==> src/design/timer_pkg.sv <==
// countdown timer definitions
`default_nettype none

package timer_pkg;

    // ------------------------------
    // widths
    // ------------------------------
    // remaining seconds, one byte
    localparam int sec_w     = 8;
    // one bcd digit
    localparam int digit_w   = 4;
    // hundreds, tens, ones
    localparam int digit_cnt = 3;
    localparam int disp_w    = digit_cnt * digit_w;

    // ------------------------------
    // controller states
    // ------------------------------
    typedef enum logic [1:0] {
        st_idle    = 2'b00,
        st_run     = 2'b01,
        st_pause   = 2'b10,
        st_elapsed = 2'b11
    } timer_state_e;

    // status seen by the host
    typedef struct packed {
        logic         running;
        logic         paused;
        logic         elapsed;
        timer_state_e state;
    } timer_status_t;

    // display digits, msb digit first
    typedef struct packed {
        logic [digit_w-1:0] hundreds;
        logic [digit_w-1:0] tens;
        logic [digit_w-1:0] ones;
    } display_t;

endpackage

`default_nettype wire

==> src/design/bcd_display.sv <==
// binary to bcd display digits
`timescale 1ns/100ps
`default_nettype none

module bcd_display
    import timer_pkg::*;
(
    input  logic             clk,
    input  logic             rst,
    input  logic [sec_w-1:0] seconds,
    output display_t         digits
);

    display_t digits_nxt;

    // ------------------------------
    // shift and add three
    // ------------------------------
    function automatic display_t to_bcd(input logic [sec_w-1:0] bin);
        // digits on top, binary shifted out of the bottom
        logic [disp_w+sec_w-1:0] shreg;
        shreg = '0;
        shreg[sec_w-1:0] = bin;
        for (int i = 0; i < sec_w; i++) begin
            // correct every digit before the shift
            for (int d = 0; d < digit_cnt; d++) begin
                if (shreg[sec_w + d*digit_w +: digit_w] > digit_w'(4)) begin
                    shreg[sec_w + d*digit_w +: digit_w] =
                        shreg[sec_w + d*digit_w +: digit_w] + digit_w'(3);
                end
            end
            shreg = shreg << 1;
        end
        return display_t'(shreg[sec_w +: disp_w]);
    endfunction

    assign digits_nxt = to_bcd(seconds);

    // ------------------------------
    // output register
    // ------------------------------
    // one cycle behind seconds
    always_ff @(posedge clk) begin : disp_blk
        if (rst) begin
            digits <= '0;
        end else begin
            digits <= digits_nxt;
        end
    end

endmodule

`default_nettype wire

==> src/design/button_sync.sv <==
// button synchronizers
`timescale 1ns/100ps
`default_nettype none

module button_sync (
    input  logic clk,
    input  logic rst,
    input  logic start_btn,
    input  logic stop_btn,
    output logic start_pulse,
    output logic stop_level
);

    // ------------------------------
    // two-flop synchronizers
    // ------------------------------
    logic start_meta;
    logic start_sync;
    // previous synchronized start, for edge detect
    logic start_prev;
    logic stop_meta;
    logic stop_sync;

    always_ff @(posedge clk) begin : sync_blk
        if (rst) begin
            start_meta <= 1'b0;
            start_sync <= 1'b0;
            start_prev <= 1'b0;
            stop_meta  <= 1'b0;
            stop_sync  <= 1'b0;
        end else begin
            start_meta <= start_btn;
            start_sync <= start_meta;
            start_prev <= start_sync;
            stop_meta  <= stop_btn;
            stop_sync  <= stop_meta;
        end
    end

    // ------------------------------
    // outputs
    // ------------------------------
    // one cycle per press, on the rising edge only
    assign start_pulse = start_sync & ~start_prev;
    // stop acts as a plain level
    assign stop_level  = stop_sync;

endmodule

`default_nettype wire

==> src/design/countdown_fsm.sv <==
// countdown controller
`timescale 1ns/100ps
`default_nettype none

module countdown_fsm
    import timer_pkg::*;
(
    input  logic          clk,
    input  logic          rst,
    input  logic          start_pulse,
    input  logic          stop_level,
    input  logic          tick,
    input  logic          zero_next,
    input  logic          sec_nonzero,
    output logic          load,
    output logic          count_en,
    output logic          dec,
    output timer_status_t status,
    output logic          time_elapsed
);

    timer_state_e state;
    timer_state_e state_nxt;

    // ------------------------------
    // state register
    // ------------------------------
    always_ff @(posedge clk) begin : state_blk
        if (rst) begin
            state        <= st_idle;
            time_elapsed <= 1'b0;
        end else begin
            state        <= state_nxt;
            // rises with seconds_out reaching zero
            time_elapsed <= (state_nxt == st_elapsed);
        end
    end

    // ------------------------------
    // next state
    // ------------------------------
    always_comb begin : next_blk
        state_nxt = state;
        case (state)
            st_idle: begin
                // zero count: start ignored
                if (start_pulse && sec_nonzero) begin
                    state_nxt = st_run;
                end
            end
            st_run: begin
                // stop has priority over the tick
                if (stop_level) begin
                    state_nxt = st_pause;
                end else if (tick && zero_next) begin
                    // this tick takes the count to zero
                    state_nxt = st_elapsed;
                end
            end
            st_pause: begin
                if (!stop_level) begin
                    state_nxt = st_run;
                end
            end
            st_elapsed: begin
                // only rst leaves here
                state_nxt = st_elapsed;
            end
            default: begin
                state_nxt = st_idle;
            end
        endcase
    end

    // ------------------------------
    // control outputs
    // ------------------------------
    // load strobe in the idle to run cycle
    assign load     = (state == st_idle) & start_pulse & sec_nonzero;
    // prescaler runs only while counting down
    // stop cycle in run counts as paused, so no second is lost
    assign count_en = (state == st_run) & ~stop_level;
    // one decrement per tick
    assign dec      = (state == st_run) & tick;

    // status decoded from the state register
    always_comb begin : status_blk
        status.running = (state == st_run);
        status.paused  = (state == st_pause);
        status.elapsed = time_elapsed;
        status.state   = state;
    end

endmodule

`default_nettype wire

==> src/design/countdown_timer.sv <==
// countdown timer top level
`timescale 1ns/100ps
`default_nettype none

module countdown_timer
    import timer_pkg::*;
#(
    // clock cycles per second, board specific
    parameter int unsigned tick_cycles = 100000000
) (
    input  logic             clk,
    input  logic             rst,
    input  logic             start_btn,
    input  logic             stop_btn,
    input  logic [sec_w-1:0] sec_to_count,
    output logic [sec_w-1:0] seconds_out,
    output display_t         digits,
    output timer_status_t    status,
    output logic             time_elapsed
);

    // ------------------------------
    // internal nets
    // ------------------------------
    logic start_pulse;
    logic stop_level;
    logic load;
    logic count_en;
    logic dec;
    logic tick;
    logic zero_next;
    // start only with something to count
    logic sec_nonzero;

    assign sec_nonzero = |sec_to_count;

    // async buttons into the clock domain
    button_sync button_sync_i (
        .clk         (clk),
        .rst         (rst),
        .start_btn   (start_btn),
        .stop_btn    (stop_btn),
        .start_pulse (start_pulse),
        .stop_level  (stop_level)
    );

    // one second prescaler
    tick_gen #(
        .tick_cycles (tick_cycles)
    ) tick_gen_i (
        .clk      (clk),
        .rst      (rst),
        .load     (load),
        .count_en (count_en),
        .tick     (tick)
    );

    countdown_fsm countdown_fsm_i (
        .clk          (clk),
        .rst          (rst),
        .start_pulse  (start_pulse),
        .stop_level   (stop_level),
        .tick         (tick),
        .zero_next    (zero_next),
        .sec_nonzero  (sec_nonzero),
        .load         (load),
        .count_en     (count_en),
        .dec          (dec),
        .status       (status),
        .time_elapsed (time_elapsed)
    );

    seconds_counter seconds_counter_i (
        .clk          (clk),
        .rst          (rst),
        .sec_to_count (sec_to_count),
        .load         (load),
        .dec          (dec),
        .seconds_out  (seconds_out),
        .zero_next    (zero_next)
    );

    // display digits, one cycle behind seconds_out
    bcd_display bcd_display_i (
        .clk     (clk),
        .rst     (rst),
        .seconds (seconds_out),
        .digits  (digits)
    );

endmodule

`default_nettype wire

==> src/design/seconds_counter.sv <==
// remaining seconds register
`timescale 1ns/100ps
`default_nettype none

module seconds_counter
    import timer_pkg::*;
(
    input  logic             clk,
    input  logic             rst,
    input  logic [sec_w-1:0] sec_to_count,
    input  logic             load,
    input  logic             dec,
    output logic [sec_w-1:0] seconds_out,
    output logic             zero_next
);

    logic sec_zero;

    assign sec_zero = (seconds_out == '0);

    // ------------------------------
    // seconds register
    // ------------------------------
    always_ff @(posedge clk) begin : sec_blk
        if (rst) begin
            seconds_out <= '0;
        end else if (load) begin
            seconds_out <= sec_to_count;
        end else if (dec && !sec_zero) begin
            // saturates at zero
            seconds_out <= seconds_out - 1'b1;
        end
    end

    // ------------------------------
    // last second flag
    // ------------------------------
    // next decrement ends the countdown
    assign zero_next = (seconds_out == sec_w'(1));

endmodule

`default_nettype wire

==> src/design/tick_gen.sv <==
// one second prescaler
`timescale 1ns/100ps
`default_nettype none

module tick_gen #(
    // clock cycles per second
    parameter int unsigned tick_cycles = 100000000
) (
    input  logic clk,
    input  logic rst,
    input  logic load,
    input  logic count_en,
    output logic tick
);

    // wide enough to hold tick_cycles - 1
    localparam int cnt_w = $clog2(tick_cycles + 1);

    logic [cnt_w-1:0] cnt;
    logic             cnt_last;

    // last enabled cycle of the current second
    assign cnt_last = (cnt == cnt_w'(tick_cycles - 1));

    // ------------------------------
    // cycle counter
    // ------------------------------
    always_ff @(posedge clk) begin : cnt_blk
        if (rst) begin
            cnt <= '0;
        end else if (load) begin
            // new countdown starts a fresh second
            cnt <= '0;
        end else if (count_en) begin
            if (cnt_last) begin
                cnt <= '0;
            end else begin
                cnt <= cnt + 1'b1;
            end
        end
        // disabled: hold, keeps the partial second across a pause
    end

    // ------------------------------
    // tick output
    // ------------------------------
    // one cycle wide, only on an enabled cycle
    assign tick = count_en & cnt_last;

endmodule

`default_nettype wire

==> config.mk <==
export PLATFORM = sky130hd
export DESIGN_NAME = countdown_timer
export DESIGN_NICKNAME = d
export VERILOG_FILES = /design/src/design/timer_pkg.sv /design/src/design/bcd_display.sv /design/src/design/button_sync.sv /design/src/design/countdown_fsm.sv /design/src/design/countdown_timer.sv /design/src/design/seconds_counter.sv /design/src/design/tick_gen.sv
export SDC_FILE = /design/constraint.sdc
export NUM_CORES = 1
export LEC_CHECK = 0
export BUFFER_PORTS_ARGS = -buffer_cell sky130_fd_sc_hd__buf_2
export CAP_MARGIN = 20
export CELL_PAD_IN_SITES_DETAIL_PLACEMENT = 0
export CELL_PAD_IN_SITES_GLOBAL_PLACEMENT = 1
export CORE_MARGIN = 2
export CORE_UTILIZATION = 45
export DETAILED_ROUTE_END_ITERATION = 7
export PLACE_DENSITY_LB_ADDON = 0.08
export SLEW_MARGIN = 5
export SYNTH_ARGS = -nofsm -noshare
export SYNTH_HDL_FRONTEND = slang
export SYNTH_HIERARCHICAL = 1
export SYNTH_SLANG_ARGS = --single-unit
==> constraint.sdc <==
create_clock -name clk -period 11.3 [get_ports clk]
set_clock_uncertainty 0.1 [all_clocks]
set_input_delay 1.13 -clock clk [delete_from_list [all_inputs] [get_ports clk]]
set_output_delay 1.13 -clock clk [all_outputs]
set_load 0.01 [all_outputs]
Yosys cells after proc, flatten, opt, wreduce, memory -nomap -nowiden

Index checks and enable logic that the tools add are counted.

Reductions and logical operators: 9
Bitwise logic cells: 8
Eq/ne operators: 6
Order comparisons: 18
Add/subtract/negate cells: 20
Muxes and demuxes: 26

Operator list:

| kind                                                          | count |
|---|---|
| greater-than comparator 4 x 3 -> 1 bit, second input constant | 15 |
| two-way mux 4 bit                                             | 12 |
| adder 4 x 2 -> 4 bit, second input constant                   | 11 |
| adder 27 x 1 -> 27 bit, second input constant                 | 1 |
| == test 27 bit, second input constant                         | 1 |
| two-way mux 27 bit                                            | 1 |
| two-way mux 3 bit                                             | 6 |
| two-way mux 8 bit                                             | 2 |
| adder 3 x 2 -> 3 bit, second input constant                   | 4 |
| == test 8 x 1 -> 1 bit, second input constant                 | 1 |
| zero test 8 bit                                               | 1 |
| two-way mux 2 bit                                             | 4 |
| case mux 2 bit (4 select lines)                               | 1 |
| OR reduction 8 bit                                            | 1 |
| subtractor 8 x 1 -> 8 bit, second input constant              | 1 |
| adder 1 x 2 -> 3 bit, second input constant                   | 2 |
| AND 1 bit                                                     | 6 |
| == test 2 bit, second input constant                          | 3 |
| greater-than comparator 1 x 3 -> 1 bit, second input constant | 2 |
| adder 1 x 2 -> 3 bit, both inputs constant                    | 1 |
| greater-than comparator 1 x 3 -> 1 bit, both inputs constant  | 1 |
| logical AND 1 bit                                             | 3 |
| == test 2 x 1 -> 1 bit, second input constant                 | 1 |
| zero test 2 bit                                               | 1 |
| 4 further kinds                                               | 5 |

Output and inout bits: 26
Register bits after elaboration: 55

Logic depth before layout (Yosys ltp)

Gate-level depths: netlist of run 1.

Depth in word-level cells: 14
Mapped depth: 22
Depth with buffers taken out: 19

Cells and area by module

Netlist of run 1, hierarchy kept.

By module, submodules not included:

| module          | times used | seq. area each (um2) | area an instance (um2) | cells each |
|---|---|---|---|---|
| tick_gen        | 1          | 540.5                | 1298.7                 | 152 |
| bcd_display     | 1          | 200.2                | 1157.4                 | 144 |
| seconds_counter | 1          | 160.2                | 555.5                  | 63 |
| countdown_fsm   | 1          | 60.1                 | 177.7                  | 21 |
| button_sync     | 1          | 100.1                | 137.6                  | 11 |
| countdown_timer | 1          | 0.0                  | 16.3                   | 3 |

Worst setup path before layout of run 1

OpenSTA, ideal clock, no wires.

Kind: register to register
Start: register seconds_counter_i.seconds_out[6]
End: register bcd_display_i/digits[5] (netlist name)
Path slack: 7.124 ns
Data arrival time: 3.948 ns
Cell stages (with the launch flop): 23
Cells stage by stage: dfxtp_1 -> inv_1 -> ha_1 -> inv_1 -> ha_1 -> buf_2 -> nand2b_2 -> o211a_1 -> or2_1 -> buf_2 -> o211ai_1 -> o21ai_0 -> ha_1 -> clkbuf_1 -> nor3_1 -> o22ai_1 -> a211oi_1 -> nor2_1 -> ha_1 -> inv_1 -> a21o_1 -> xor2_1 -> nor2_1

Word-level cells in the longest chain between the ends: 12
Elaborated cells between the ends (all ways): 30

Ends and longest elaborated chain:

| what                                                                           | RTL line                             | text |
|---|---|---|
| start: declaration                                                             | seconds_counter.sv:13                | `output logic [sec_w-1:0] seconds_out,` |
| start signal: assignment                                                       | seconds_counter.sv:28                | `seconds_out <= sec_to_count;` |
| start signal: assignment                                                       | seconds_counter.sv:31                | `seconds_out <= seconds_out - 1'b1;` |
| adder 4 x 2 -> 4 bit or greater-than comparator 4 x 3 -> 1 bit (tied branches) | bcd_display.sv:29, bcd_display.sv:27 |  |
| two-way mux 4 bit (*)                                                          | bcd_display.sv:27                    | `if (shreg[sec_w + d*digit_w +: digit_w] > digit_w'(4)) begin` |
| adder 4 x 2 -> 4 bit or greater-than comparator 4 x 3 -> 1 bit (tied branches) | bcd_display.sv:29, bcd_display.sv:27 |  |
| two-way mux 4 bit                                                              | bcd_display.sv:27                    |  |
| adder 4 x 2 -> 4 bit or greater-than comparator 4 x 3 -> 1 bit (tied branches) | bcd_display.sv:29, bcd_display.sv:27 |  |
| two-way mux 4 bit                                                              | bcd_display.sv:27                    |  |
| greater-than comparator 4 x 3 -> 1 bit or adder 4 x 2 -> 4 bit (tied branches) | bcd_display.sv:27, bcd_display.sv:29 |  |
| two-way mux 4 bit                                                              | bcd_display.sv:27                    |  |
| adder 4 x 2 -> 4 bit or greater-than comparator 4 x 3 -> 1 bit (tied branches) | bcd_display.sv:29, bcd_display.sv:27 |  |
| two-way mux 4 bit                                                              | bcd_display.sv:27                    |  |
| adder 4 x 2 -> 4 bit or greater-than comparator 4 x 3 -> 1 bit (tied branches) | bcd_display.sv:29, bcd_display.sv:27 |  |
| two-way mux 4 bit (*)                                                          | bcd_display.sv:27                    |  |

Mark *: on every way between the ends. The rest lies on a longest branch, timed or not.
A chain may end at the register's enable or synchronous reset.

Final worst setup path of run 1

Start: register seconds_counter_i.seconds_out[6]
End: register bcd_display_i/digits[5] (netlist name)

Word-level cells in the longest chain between the ends: 12
Elaborated cells between the ends (all ways): 30

Ends and longest elaborated chain:

| what                                                                           | RTL line |
|---|---|
| adder 4 x 2 -> 4 bit or greater-than comparator 4 x 3 -> 1 bit (tied branches) | bcd_display.sv:29, bcd_display.sv:27 |
| two-way mux 4 bit (*)                                                          | bcd_display.sv:27 |
| adder 4 x 2 -> 4 bit or greater-than comparator 4 x 3 -> 1 bit (tied branches) | bcd_display.sv:29, bcd_display.sv:27 |
| two-way mux 4 bit                                                              | bcd_display.sv:27 |
| adder 4 x 2 -> 4 bit or greater-than comparator 4 x 3 -> 1 bit (tied branches) | bcd_display.sv:29, bcd_display.sv:27 |
| two-way mux 4 bit                                                              | bcd_display.sv:27 |
| greater-than comparator 4 x 3 -> 1 bit or adder 4 x 2 -> 4 bit (tied branches) | bcd_display.sv:27, bcd_display.sv:29 |
| two-way mux 4 bit                                                              | bcd_display.sv:27 |
| adder 4 x 2 -> 4 bit or greater-than comparator 4 x 3 -> 1 bit (tied branches) | bcd_display.sv:29, bcd_display.sv:27 |
| two-way mux 4 bit                                                              | bcd_display.sv:27 |
| adder 4 x 2 -> 4 bit or greater-than comparator 4 x 3 -> 1 bit (tied branches) | bcd_display.sv:29, bcd_display.sv:27 |
| two-way mux 4 bit (*)                                                          | bcd_display.sv:27 |

Marked as above.

==> metrics.md, run 1 <==
| Metric | Value |
|---|---|
| WP data required | approximately 11 ns |
| Setup TNS | 0 ns |
| Core box area | 0.00721 mm² |
| Clock Pin Slew Worst Setup and Hold Paths | 0.10 ns |
| Antenna Nets Post-Route | 0 |
| Distinct cells, synth | just over 80 |
| Diode count | 0 |
| Max-Cap Viols | 0 |
| Crit path buffers/inverters | 3 |
| Routed len/inst | 13.8 µm |
| IO Port Bufs | 35 |
| DR DRC count | 0 |
| Setup WS pre-CTS | 6.77 ns |
| Vias | 2875 |
| M3 GR Usage | roughly 3.4% |
| CP cell instances | inv_1 -> ha_1 -> inv_1 -> ha_1 -> nand2b_2 -> o211a_1 -> or2_1 -> o211ai_1 -> o21ai_0 -> ha_1 -> nor3_1 -> o22ai_1 -> a211oi_1 -> nor2_1 -> ha_1 -> inv_1 -> a21o_1 -> xor2_1 -> nor2_1 |
| Share of cells above drive strength 1 | 17.7% |
| Total power | 425 µW |
| Worst-Margin Slew | 0.818 ns |
| Slew Viols, Final | 0 |
| Slew margin rel. | 45.1% |
| FF/Latch Area | 0.00106 mm² |
| WL final | 7220 µm |
| TritonCTS Sinks | between 50 and 60 |
| Worst path max stage delay | 0.63 ns |
| Crit-path max FO | 11 |
| Total grt overflow | 0 |
| Row cnt | 31 |
| Slowest cell on crit path | dfxtp_1 |
| Register-to-register setup slack | around 6.7 ns |
| P_leak | 0.00137 µW |
| WS Path Type | reg2reg |
| Post-synth EDFFs | 0 |
| Nets@finish | around 450 |
| Met1 usage | between 20% and 30% |
| Die area | 0.00814 mm² |
| Starting Density | 46.3% |
| Max VDD drop | 75.9 µV |
| CP delay by family, top | compound AO/OA/AOI/OAI gates |
| Multi-input logic area | 0.00211 mm² |
| Placement Cell Area | 0.00357 mm² |
| Initial antenna violation count | 0 |
| Total track usage | 17.9% |
| GPL Wtd Cong | 0.805 |
| Met2 Resource Use GR | 28.3% |
| Cell mode on critical path | ha_1 |
| Vias in the first global route | between 2000 and 3000 |
| Root Buffer | clkbuf_8 |
| Synth Instances | 394 |
| Ys flop type | dfxtp_1 |
| Clock latency on the worst-skew pair | roughly 0.30 ns |
| Die H | 90.2 µm |
| DR iter-0 viols | around 170 |
| Post-CTS Resized | 0 |
| Final Hold Fails | 0 |
| Tcrit/Tclk final | 40.3% |
| Avg Cell Area, Syn | 8.49 µm² |
| Setup Fix Bufs, Post-CTS | 0 |
| Final Cell Area | roughly 0.0037 mm² |
| Setup repair after global routing missed its margin | false |
| Via density | 5.51 |
| I/O pin cnt | 38 |
| Sequential area share after synthesis | 31.7% |
| Synth warn | 6 |
| Worst hold path type | reg2reg |
| Die width | about 90 µm |
| Fmax | 220 MHz |
| PD cells | ~120 mW/mm² |
| Worst EP arrival | 4.63 ns |
| Gr busiest metal | met2 |
| Fin crit period | 4.56 ns |
| Status | finished, final reports clean |
| Syn-to-layout area delta | 10.4% |
| Core Util, Final | 51.2% |
| DP HPWL | 5290 µm |
| First-pass GRT wire length | 12500 µm |
| Setup Viol. Count Final | 0 |
| CTS tree | built |
| # hold bufs at CTS | 0 |
| Clock Path Buffers | 2 |
| Largest net degree at the start of global routing | 33 |
| Layout filler cell count | roughly 740 |
| DR pass1 iterations | 4 |
| CTS H-tree lvls | 2 |
| Number of synthesized register bits | 53 |
| Setup WS post-layout | 6.74 ns |
| CTS buffer count | 5 |
| Critical path launch point type | flip-flop |
| Synth Cell Area | 0.00334 mm² |
| Crit end category | flip-flop |
| Async S/R FF share, synth | 0% |
-- per-stage QoR --
stage / hold WS (ns) / cells
after floorplan: 0.314 / 395
after global placement: 0.318 / 514
after detailed placement: 0.324 / 514
after CTS: 0.349 / 522
after global routing: 0.366 / 522
final: 0.350 / 522
-- logic make-up after synthesis --
group / count (synthesis) / synth area share [%]
AND/OR/NAND/NOR: 169 / 29.6
XOR/XNOR: 23 / 6.66
buffers and inverters: 38 / 5.16
multiplexers: 6 / 1.83
other: 1 / 0.112
adder cells (fa/ha/maj): 15 / 5.61
flip-flops: 53 / 31.7
AO/OA/AOI/OAI: 89 / 19.3
-- report_power, final --
| part | total (µW) | internal [µW] | leakage (µW) | switching, µW |
|---|---|---|---|---|
| Clock | 140 | 73.7 | 0.0000633 | 65.9 |
| Combinational | 84.0 | 35.9 | 0.000880 | 48.1 |
| Sequential | 201 | 193 | 0.000430 | 7.51 |
-- layout make-up --
| class | count | share of cell area, % |
|---|---|---|
| clock buffer | 6 | 2.24 |
| clock inverter | 2 | 1.12 |
| inverter | 21 | 2.14 |
| multi-input combinational | 304 | 57.3 |
| sequential | 53 | 28.7 |
| tap | 99 | 3.36 |
| timing repair buffer | 37 | 5.15 |
-- metal layers --
metal	vias to the layer above	routed length, µm
met5	-	0
met4	0	38
met3	4	309
met2	50	3160
met1	1321	3710
li1	1500	-
-- path summary, 6_finish.rpt --
path                                    start  cells past startpoint                  endpoint
max          seconds_counter_i/seconds_out[6]                     19   bcd_display_i/digits[5]
max reg2reg  seconds_counter_i/seconds_out[6]                     19   bcd_display_i/digits[5]
min                  button_sync_i/start_meta                      1  button_sync_i/start_sync
min reg2reg          button_sync_i/start_meta                      1  button_sync_i/start_sync
-- cells in the mapped netlist, types with 3 or more instances --
master    number  area (µm²)
dfxtp_1       53        1060
nor2_1        38         143
a21oi_1       23         115
nand2_1       23        86.3
inv_1         20        75.1
o21ai_0       18        90.1
ha_1          15         188
nor3_1        14        70.1
nand4_1       13        81.3
xnor2_1       12         105
a211oi_1      11        82.6
xor2_1         9        78.8
nor2b_1        8        50.1
nand3_1        7        35.0
nor4_1         7        43.8
or3_1          7        43.8
or4_1          6        45.0
and3_1         5        31.3
buf_2          5        25.0
clkbuf_1       5        18.8
mux2i_1        5        50.1
and4_1         4        35.0
buf_4          4        30.0
nand3b_1       4        30.0
o31ai_1        4        30.0
and2_1         3        18.8
-- sequential cells by signal, indices dropped and copies added (netlist names) --
name,count
button_sync_i/start_meta,1
button_sync_i/start_prev,1
seconds_counter_i/seconds_out,8
bcd_display_i/digits,10
button_sync_i/start_sync,1
button_sync_i/stop_meta,1
button_sync_i/stop_level,1
countdown_fsm_i/time_elapsed,1
tick_gen_i/cnt,27
countdown_fsm_i/state,2
-- layout by cell type, fill, tap and decap left out, types with 6 or more instances in the layout --
cell type,synthesis,final
nand3_1,7,7
o21ai_0,18,18
clkbuf_8,0,6
a211oi_1,11,11
nand4_1,13,13
nor2_1,38,38
nand2_1,23,23
or4_1,6,6
dfxtp_1,53,53
xor2_1,9,9
ha_1,15,15
nor3_1,14,14
nor4_1,7,7
nor2b_1,8,8
inv_1,20,20
a21oi_1,23,23
buf_2,5,35
or3_1,7,7
xnor2_1,12,12
-- worst reg2reg max path, cell delays in order, from the launching register on --
cell      delay, ns
dfxtp_1        0.63
inv_1          0.12
ha_1           0.23
inv_1          0.06
ha_1           0.34
nand2b_2       0.17
o211a_1        0.29
or2_1          0.37
o211ai_1       0.20
o21ai_0        0.11
ha_1           0.31
nor3_1         0.29
o22ai_1        0.13
a211oi_1       0.28
nor2_1         0.12
ha_1           0.22
inv_1          0.08
a21o_1         0.16
xor2_1         0.17
nor2_1         0.05
No activity file was read; power rests on OpenSTA's default activity.
==> inputs of run 2 (changes only) <==
--- a/config.mk
+++ b/config.mk
@@ -10,7 +10,7 @@
 export CELL_PAD_IN_SITES_DETAIL_PLACEMENT = 0
 export CELL_PAD_IN_SITES_GLOBAL_PLACEMENT = 1
 export CORE_MARGIN = 2
-export CORE_UTILIZATION = 45
+export CORE_UTILIZATION = 44
 export DETAILED_ROUTE_END_ITERATION = 7
 export PLACE_DENSITY_LB_ADDON = 0.08
 export SLEW_MARGIN = 5
==> constraint.sdc (replaced) <==
create_clock -name clk -period 4.3 [get_ports clk]
set_clock_uncertainty 0.1 [all_clocks]
set_input_delay 0.43 -clock clk [delete_from_list [all_inputs] [get_ports clk]]
set_output_delay 0.43 -clock clk [all_outputs]
set_load 0.01 [all_outputs]
==> run 2 against run 1 <==
Against the previous run: first-iteration DRC count down 33%; sequential share of layout area down 0.70 points; die area up 2.2%; flip-flop and latch count unchanged; maximum frequency up 17%; register-to-register slack worse by 6.3 ns; power rose to 2.6 times the previous value; sequential power rose to 2.6 times the previous value; routed wire length up 1.7%; final cell count up 2.1%; hold slack worse by 0.13 ns; count of clock-buffer cells in the layout down 1.
==> metrics.md, run 2 (same netlist as run 1, synthesis figures left out) <==
| Metric | Value |
|---|---|
| Starting Density | 45.8% |
| Register with the most flip-flops | tick_gen_i/cnt |
| Hold_ws | ~0.22 ns |
| Worst hold path type | in2reg |
| CP delay by family, top | compound AO/OA/AOI/OAI gates |
| Vias | between 2000 and 3000 |
| # hold bufs at CTS | 0 |
| Crit end category | flip-flop |
| Gate power share | 21.5% |
| Worst-Margin Slew | 0.619 ns |
| Net Sw Frac | 29.2% |
| Worst EP arrival | 4.02 ns |
| IO Port Bufs | 35 |
| Most frequent cells in the layout | 53 x dfxtp_1, 38 x nor2_1, 35 x buf_2 |
| WP data required | 4.44 ns |
| I/O pin cnt | 38 |
| Via density | 5.44 |
| Clock Pin Slew Worst Setup and Hold Paths | ~0.10 ns |
| DR pass1 iterations | 4 |
| Fin crit period | about 3.9 ns |
| Clock latency on the worst-skew pair | 0.31 ns |
| Layout Cells excl Fill | 533 |
| Max-Cap Viols | 0 |
| Largest net degree at the start of global routing | 33 |
| Crit path buffers/inverters | 3 |
| Total track usage | 18.2% |
| Core box area | roughly 0.0073 mm² |
| Max VDD drop | 155 µV |
| Die width | 91.2 µm |
| CP cell instances | inv_1 -> ha_1 -> inv_1 -> ha_2 -> nand2b_2 -> o211a_1 -> or2_1 -> o211ai_1 -> o21ai_0 -> ha_2 -> nor3_1 -> o22ai_1 -> a211oi_1 -> nor2_1 -> ha_1 -> inv_1 -> a21o_1 -> nor2_1 -> a211oi_1 |
| Fmax | 258 MHz |
| Die area | 0.00831 mm² |
| Total power | 1120 µW |
| Clock Path Buffers | 2 |
| Net Sw Power | roughly 330 µW |
| Antenna Nets Post-Route | 0 |
| Setup TNS | 0 ns |
| Dpl cells | 521 |
| Setup Viol. Count Final | 0 |
| DR iter-0 viols | around 110 |
| Routed len/inst | 13.8 µm |
| Share of cells above drive strength 1 | 20.5% |
| Slew Viols, Final | 0 |
| CTS buffer count | 5 |
| Critical path launch point type | flip-flop |
| Cell mode on critical path | inv_1 |
| TritonCTS Sinks | 53 |
| Setup repair after global routing missed its margin | false |
| Initial antenna violation count | 0 |
| Status | finished, final reports clean |
| CTS H-tree lvls | 2 |
| Tcrit/Tclk final | 90.2% |
| Layout filler cell count | 719 |
| Row cnt | 31 |
| Clock network power share | 32.0% |
| Internal cell power | 794 µW |
| DP HPWL | 5260 µm |
| DR DRC count | 0 |
| Leading cell type in the layout, fill and taps excluded | dfxtp_1 |
| Nets@finish | 460 |
| GPL Wtd Cong | 0.828 |
| Final Hold Fails | 0 |
| PD cells | 296 mW/mm² |
| First-pass GRT wire length | 12700 µm |
| Max reg flops | 27 |
| Total grt overflow | 0 |
| Worst path max stage delay | approximately 0.34 ns |
| CTS tree | built |
| Syn-to-layout area delta | 13.2% |
| WL final | 7340 µm |
| Slowest cell on crit path | dfxtp_1 |
| Reg power frac | 46.5% |
| Slew margin rel. | around 59% |
| Root Buffer | clkbuf_8 |
| P_leak | 0.00142 µW |
| WS Path Type | reg2reg |
| Vias in the first global route | ~2700 |
| Crit-path max FO | 10 |
| Top Registers | tick_gen_i/cnt x27, bcd_display_i/digits x10, seconds_counter_i/seconds_out x8 |
| Die H | between 90 and 100 µm |
| Diode count | 0 |
==> run 2: changes by cell type in the layout (fill, tap and decap cells not counted) <==
cell	before	now
buf_4	2	13
clkbuf_8	6	5
clkinvlp_4	0	1
ha_1	15	13
ha_2	0	2
o311a_1	1	0
o311a_4	0	1
==> run 2: timing repair <==
action / in CTS / in global routing
setup buffers: 0 / 4
setup endpoints to repair: 0 / 6
endpoints found under the hold margin: 0 / 0
gates resized for setup: 0 / 3
==> run 2: worst paths after layout <==
kind                         endpoint  cells past startpoint                        startpoint  slack [ns]
max           bcd_display_i/digits[6]                     19  seconds_counter_i/seconds_out[5]        0.42
min           button_sync_i/stop_meta                      2                          stop_btn        0.22
max reg2reg   bcd_display_i/digits[6]                     19  seconds_counter_i/seconds_out[5]        0.42
min reg2reg  button_sync_i/stop_level                      1           button_sync_i/stop_meta        0.35
==> run 2: layout make-up <==
type | instances | area (µm²) | area share [%]
flip-flops and latches | 53 | 1060 | 28.0
inverters | 21 | 78.8 | 2.08
clock buffers | 5 | 68.8 | 1.82
clock inverters | 3 | 48.8 | 1.29
well taps | 99 | 124 | 3.27
repair buffers | 48 | 273 | 7.21
multi-input cells | 304 | 2130 | 56.3
==> run 2: through the flow <==
stage          setup WS, ns  util, %  instance area [µm²]
2_1_floorplan         0.124        -                 3350
3_3_place_gp          0.282     49.6                 3620
6_report              0.420     51.9                 3780
3_5_place_dp          0.261     49.6                 3620
4_1_cts               0.228     51.3                 3740
5_1_grt             0.00961     51.9                 3780
==> run 2: routing by layer <==
layer | part of all wire (%) | wire length [µm] | vias up | track usage, %
met5 | 0 | 0 | - | 0
met4 | 1.0 | 74 | 0 | 3.66
met3 | 3.8 | 278 | 6 | 4.07
met2 | 43 | 3190 | 49 | 28.5
met1 | 52 | 3800 | 1324 | 25.8
li1 | - | - | 1522 | -
==> run 2: worst register-to-register path, stage by stage, from the launching register on <==
cell      delay (ns)
dfxtp_1         0.34
inv_1           0.05
ha_1            0.22
inv_1           0.06
ha_2            0.27
nand2b_2        0.14
o211a_1         0.28
or2_1           0.29
o211ai_1        0.17
o21ai_0         0.12
ha_2            0.26
nor3_1          0.26
o22ai_1         0.12
a211oi_1        0.30
nor2_1          0.13
ha_1            0.22
inv_1           0.08
a21o_1          0.16
nor2_1          0.05
a211oi_1        0.19
==> run 2: power by group through the flow <==
stage | combinational, µW | sequential [µW] | clock (µW)
global placement | 230 | 533 | 0
floorplan | 164 | 541 | 0
global route | 272 | 525 | 393
CTS | 232 | 522 | 376
detailed placement | 230 | 533 | 0
finish | 241 | 522 | 359
==> inputs of run 3 (changes only) <==
--- a/config.mk
+++ b/config.mk
@@ -7,12 +7,13 @@
 export LEC_CHECK = 0
 export BUFFER_PORTS_ARGS = -buffer_cell sky130_fd_sc_hd__buf_2
 export CAP_MARGIN = 20
-export CELL_PAD_IN_SITES_DETAIL_PLACEMENT = 0
-export CELL_PAD_IN_SITES_GLOBAL_PLACEMENT = 1
+export CELL_PAD_IN_SITES_DETAIL_PLACEMENT = 1
+export CELL_PAD_IN_SITES_GLOBAL_PLACEMENT = 2
 export CORE_MARGIN = 2
-export CORE_UTILIZATION = 44
+export CORE_UTILIZATION = 36
 export DETAILED_ROUTE_END_ITERATION = 7
 export PLACE_DENSITY_LB_ADDON = 0.08
+export SETUP_SLACK_MARGIN = 0.05
 export SLEW_MARGIN = 5
 export SYNTH_ARGS = -nofsm -noshare
 export SYNTH_HDL_FRONTEND = slang
==> run 3 against run 2 <==
Against the previous run: clock power rose by 2%; hold slack better by 0.0023 ns; via count up 4.3%; design area increased by 0.66%; die area is 21% higher; first-iteration DRC count shrank 14%; setup slack worse by 0.068 ns; count of clock-buffer cells in the layout unchanged; non-clock buffer count shrank 3; critical path depth unchanged; routed wire length grew 14%; critical path type unchanged.
==> metrics.md, run 3 (same netlist as run 1, synthesis figures left out) <==
| Metric | Value |
|---|---|
| Net Sw Frac | 30.2% |
| Core Util, Final | 41.8% |
| Routed len/inst | 15.5 µm |
| DR pass1 iterations | 6 |
| Die width | between 100 and 150 µm |
| DP HPWL | 6170 µm |
| Setup Viol. Count Final | 0 |
| Fmax | 253 MHz |
| I/O pin cnt | 38 |
| Diode count | 0 |
| Antenna Nets Post-Route | 0 |
| CTS buffer count | 5 |
| TritonCTS Sinks | 53 |
| Vias in the first global route | roughly 2900 |
| Register with the most flip-flops | tick_gen_i/cnt |
| Core box area | 0.00911 mm² |
| Largest net degree at the start of global routing | 33 |
| WS Path Type | reg2reg |
| First-pass GRT wire length | 14500 µm |
| Leading cell type in the layout, fill and taps excluded | dfxtp_1 |
| Worst EP arrival | 4.07 ns |
| Nets@finish | 457 |
| Register-to-register setup slack | 0.35 ns |
| Root Buffer | clkbuf_8 |
| Clock Pin Slew Worst Setup and Hold Paths | between 0.1 and 0.15 ns |
| DR iter-0 viols | between 90 and 100 |
| Gate power share | 21.7% |
| Clock network power share | 32.2% |
| Final Cell Area | 0.00381 mm² |
| Worst-Margin Slew | 0.663 ns |
| CTS tree | built |
| Total track usage | ~18% |
| Max reg flops | 27 |
| Top Registers | tick_gen_i/cnt x27, bcd_display_i/digits x10, seconds_counter_i/seconds_out x8 |
| Reg power frac | 46.1% |
| Die H | 100 µm |
| Worst hold path type | in2reg |
| Placement Cell Area | approximately 0.0036 mm² |
| P_leak | 0.00142 µW |
| Status | finished, final reports clean |
| Slew Viols, Final | 0 |
| Via density | 5.58 |
| Internal cell power | approximately 790 µW |
| Crit-path max FO | 8 |
| Setup TNS | 0 ns |
| Total power | 1140 µW |
| Clock latency on the worst-skew pair | approximately 0.31 ns |
| CTS H-tree lvls | 2 |
| Setup repair after global routing missed its margin | false |
| Max VDD drop | 148 µV |
| Critical path launch point type | flip-flop |
| PD cells | 298 mW/mm² |
| Fin crit period | 3.95 ns |
| Final Hold Fails | 0 |
| Crit end category | flip-flop |
| Share of cells above drive strength 1 | 20.4% |
| GPL Wtd Cong | 0.745 |
| Slew margin rel. | a little under three fifths |
| WP data required | 4.42 ns |
| Net Sw Power | around 340 µW |
| Layout filler cell count | between 1000 and 1500 |
| Die area | ~0.010 mm² |
| Max-Cap Viols | 0 |
| Most frequent cells in the layout | 52 x dfxtp_1, 38 x nor2_1, 35 x buf_2 |
| Clock Path Buffers | 2 |
| Vias | between 3000 and 4000 |
| DR DRC count | 0 |
| Syn-to-layout area delta | 13.9% |
| Row cnt | 35 |
| Starting Density | 36.7% |
| Tcrit/Tclk final | approximately nine tenths |
| WL final | around 8400 µm |
| Initial antenna violation count | 0 |
| Hold_ws | between 0.2 and 0.25 ns |
| Total grt overflow | 0 |
| IO Port Bufs | 35 |
[run 3: cell types whose count changed in the layout (fill, tap and decap cells not counted), sizes merged]
cell and change:
clkinvlp -1, buf -3, clkinv +1
[run 3: routing by layer]
metal  global-route usage, %  vias up  share of wire (%)
li1                        -     1509                  -
met1                    24.8     1475                 51
met2                    28.4       38                 47
met3                    2.51        5                2.1
met4                    3.48        0               0.48
met5                       0        -                  0
[run 3: stage by stage]
stage / setup WS, ns / instances
after floorplan: 0.124 / 395
after global placement: 0.258 / 534
after detailed placement: 0.145 / 534
after CTS: 0.108 / 542
after global routing: 0.0957 / 542
final: 0.352 / 542
[run 3: worst max-delay path, stage by stage (launching register included)]
cell and delay, ns:
dfxtp_1 0.35, inv_1 0.07, ha_1 0.23, inv_1 0.10, ha_4 0.21, nand2b_2 0.13, o211a_1 0.28, or2_1 0.28
a21oi_1 0.26, xnor2_1 0.18, ha_1 0.20, inv_1 0.06, ha_1 0.17, xnor3_1 0.42, inv_1 0.06, ha_1 0.21
inv_1 0.08, a21o_1 0.16, nor2_1 0.05, a211oi_1 0.24
[run 3: worst paths after layout]
| path | startpoint | endpoint | cells after the start |
|---|---|---|---|
| setup / recovery | seconds_counter_i/seconds_out[5] | bcd_display_i/digits[6] | 19 |
| hold / removal | stop_btn | button_sync_i/stop_meta | 2 |
| setup reg to reg | seconds_counter_i/seconds_out[5] | bcd_display_i/digits[6] | 19 |
| hold reg to reg | button_sync_i/start_meta | button_sync_i/start_sync | 1 |
[run 3: cell type report]
type	instances	area, µm²	share of cell area [%]
multi-input cells	304	2160	56.7
clock buffers	5	68.8	1.81
repair buffers	45	250	6.57
inverters	21	78.8	2.07
clock inverters	3	50.0	1.31
well taps	111	139	3.65
flip-flops and latches	53	1060	27.9
[run 3: timing repair]
action                     CTS  global route
setup endpoints to repair    0             6
resized for setup            0             7
hold buffers                 0             0
setup buffers                0             0
[run 3: power by group through the flow]
stage | clock, µW | combinational, µW | sequential, µW
2_1_floorplan | 0 | 164 | 541
3_3_place_gp | 0 | 238 | 535
3_5_place_dp | 0 | 242 | 536
4_1_cts | 383 | 243 | 524
5_1_grt | 399 | 276 | 527
6_report | 366 | 246 | 524
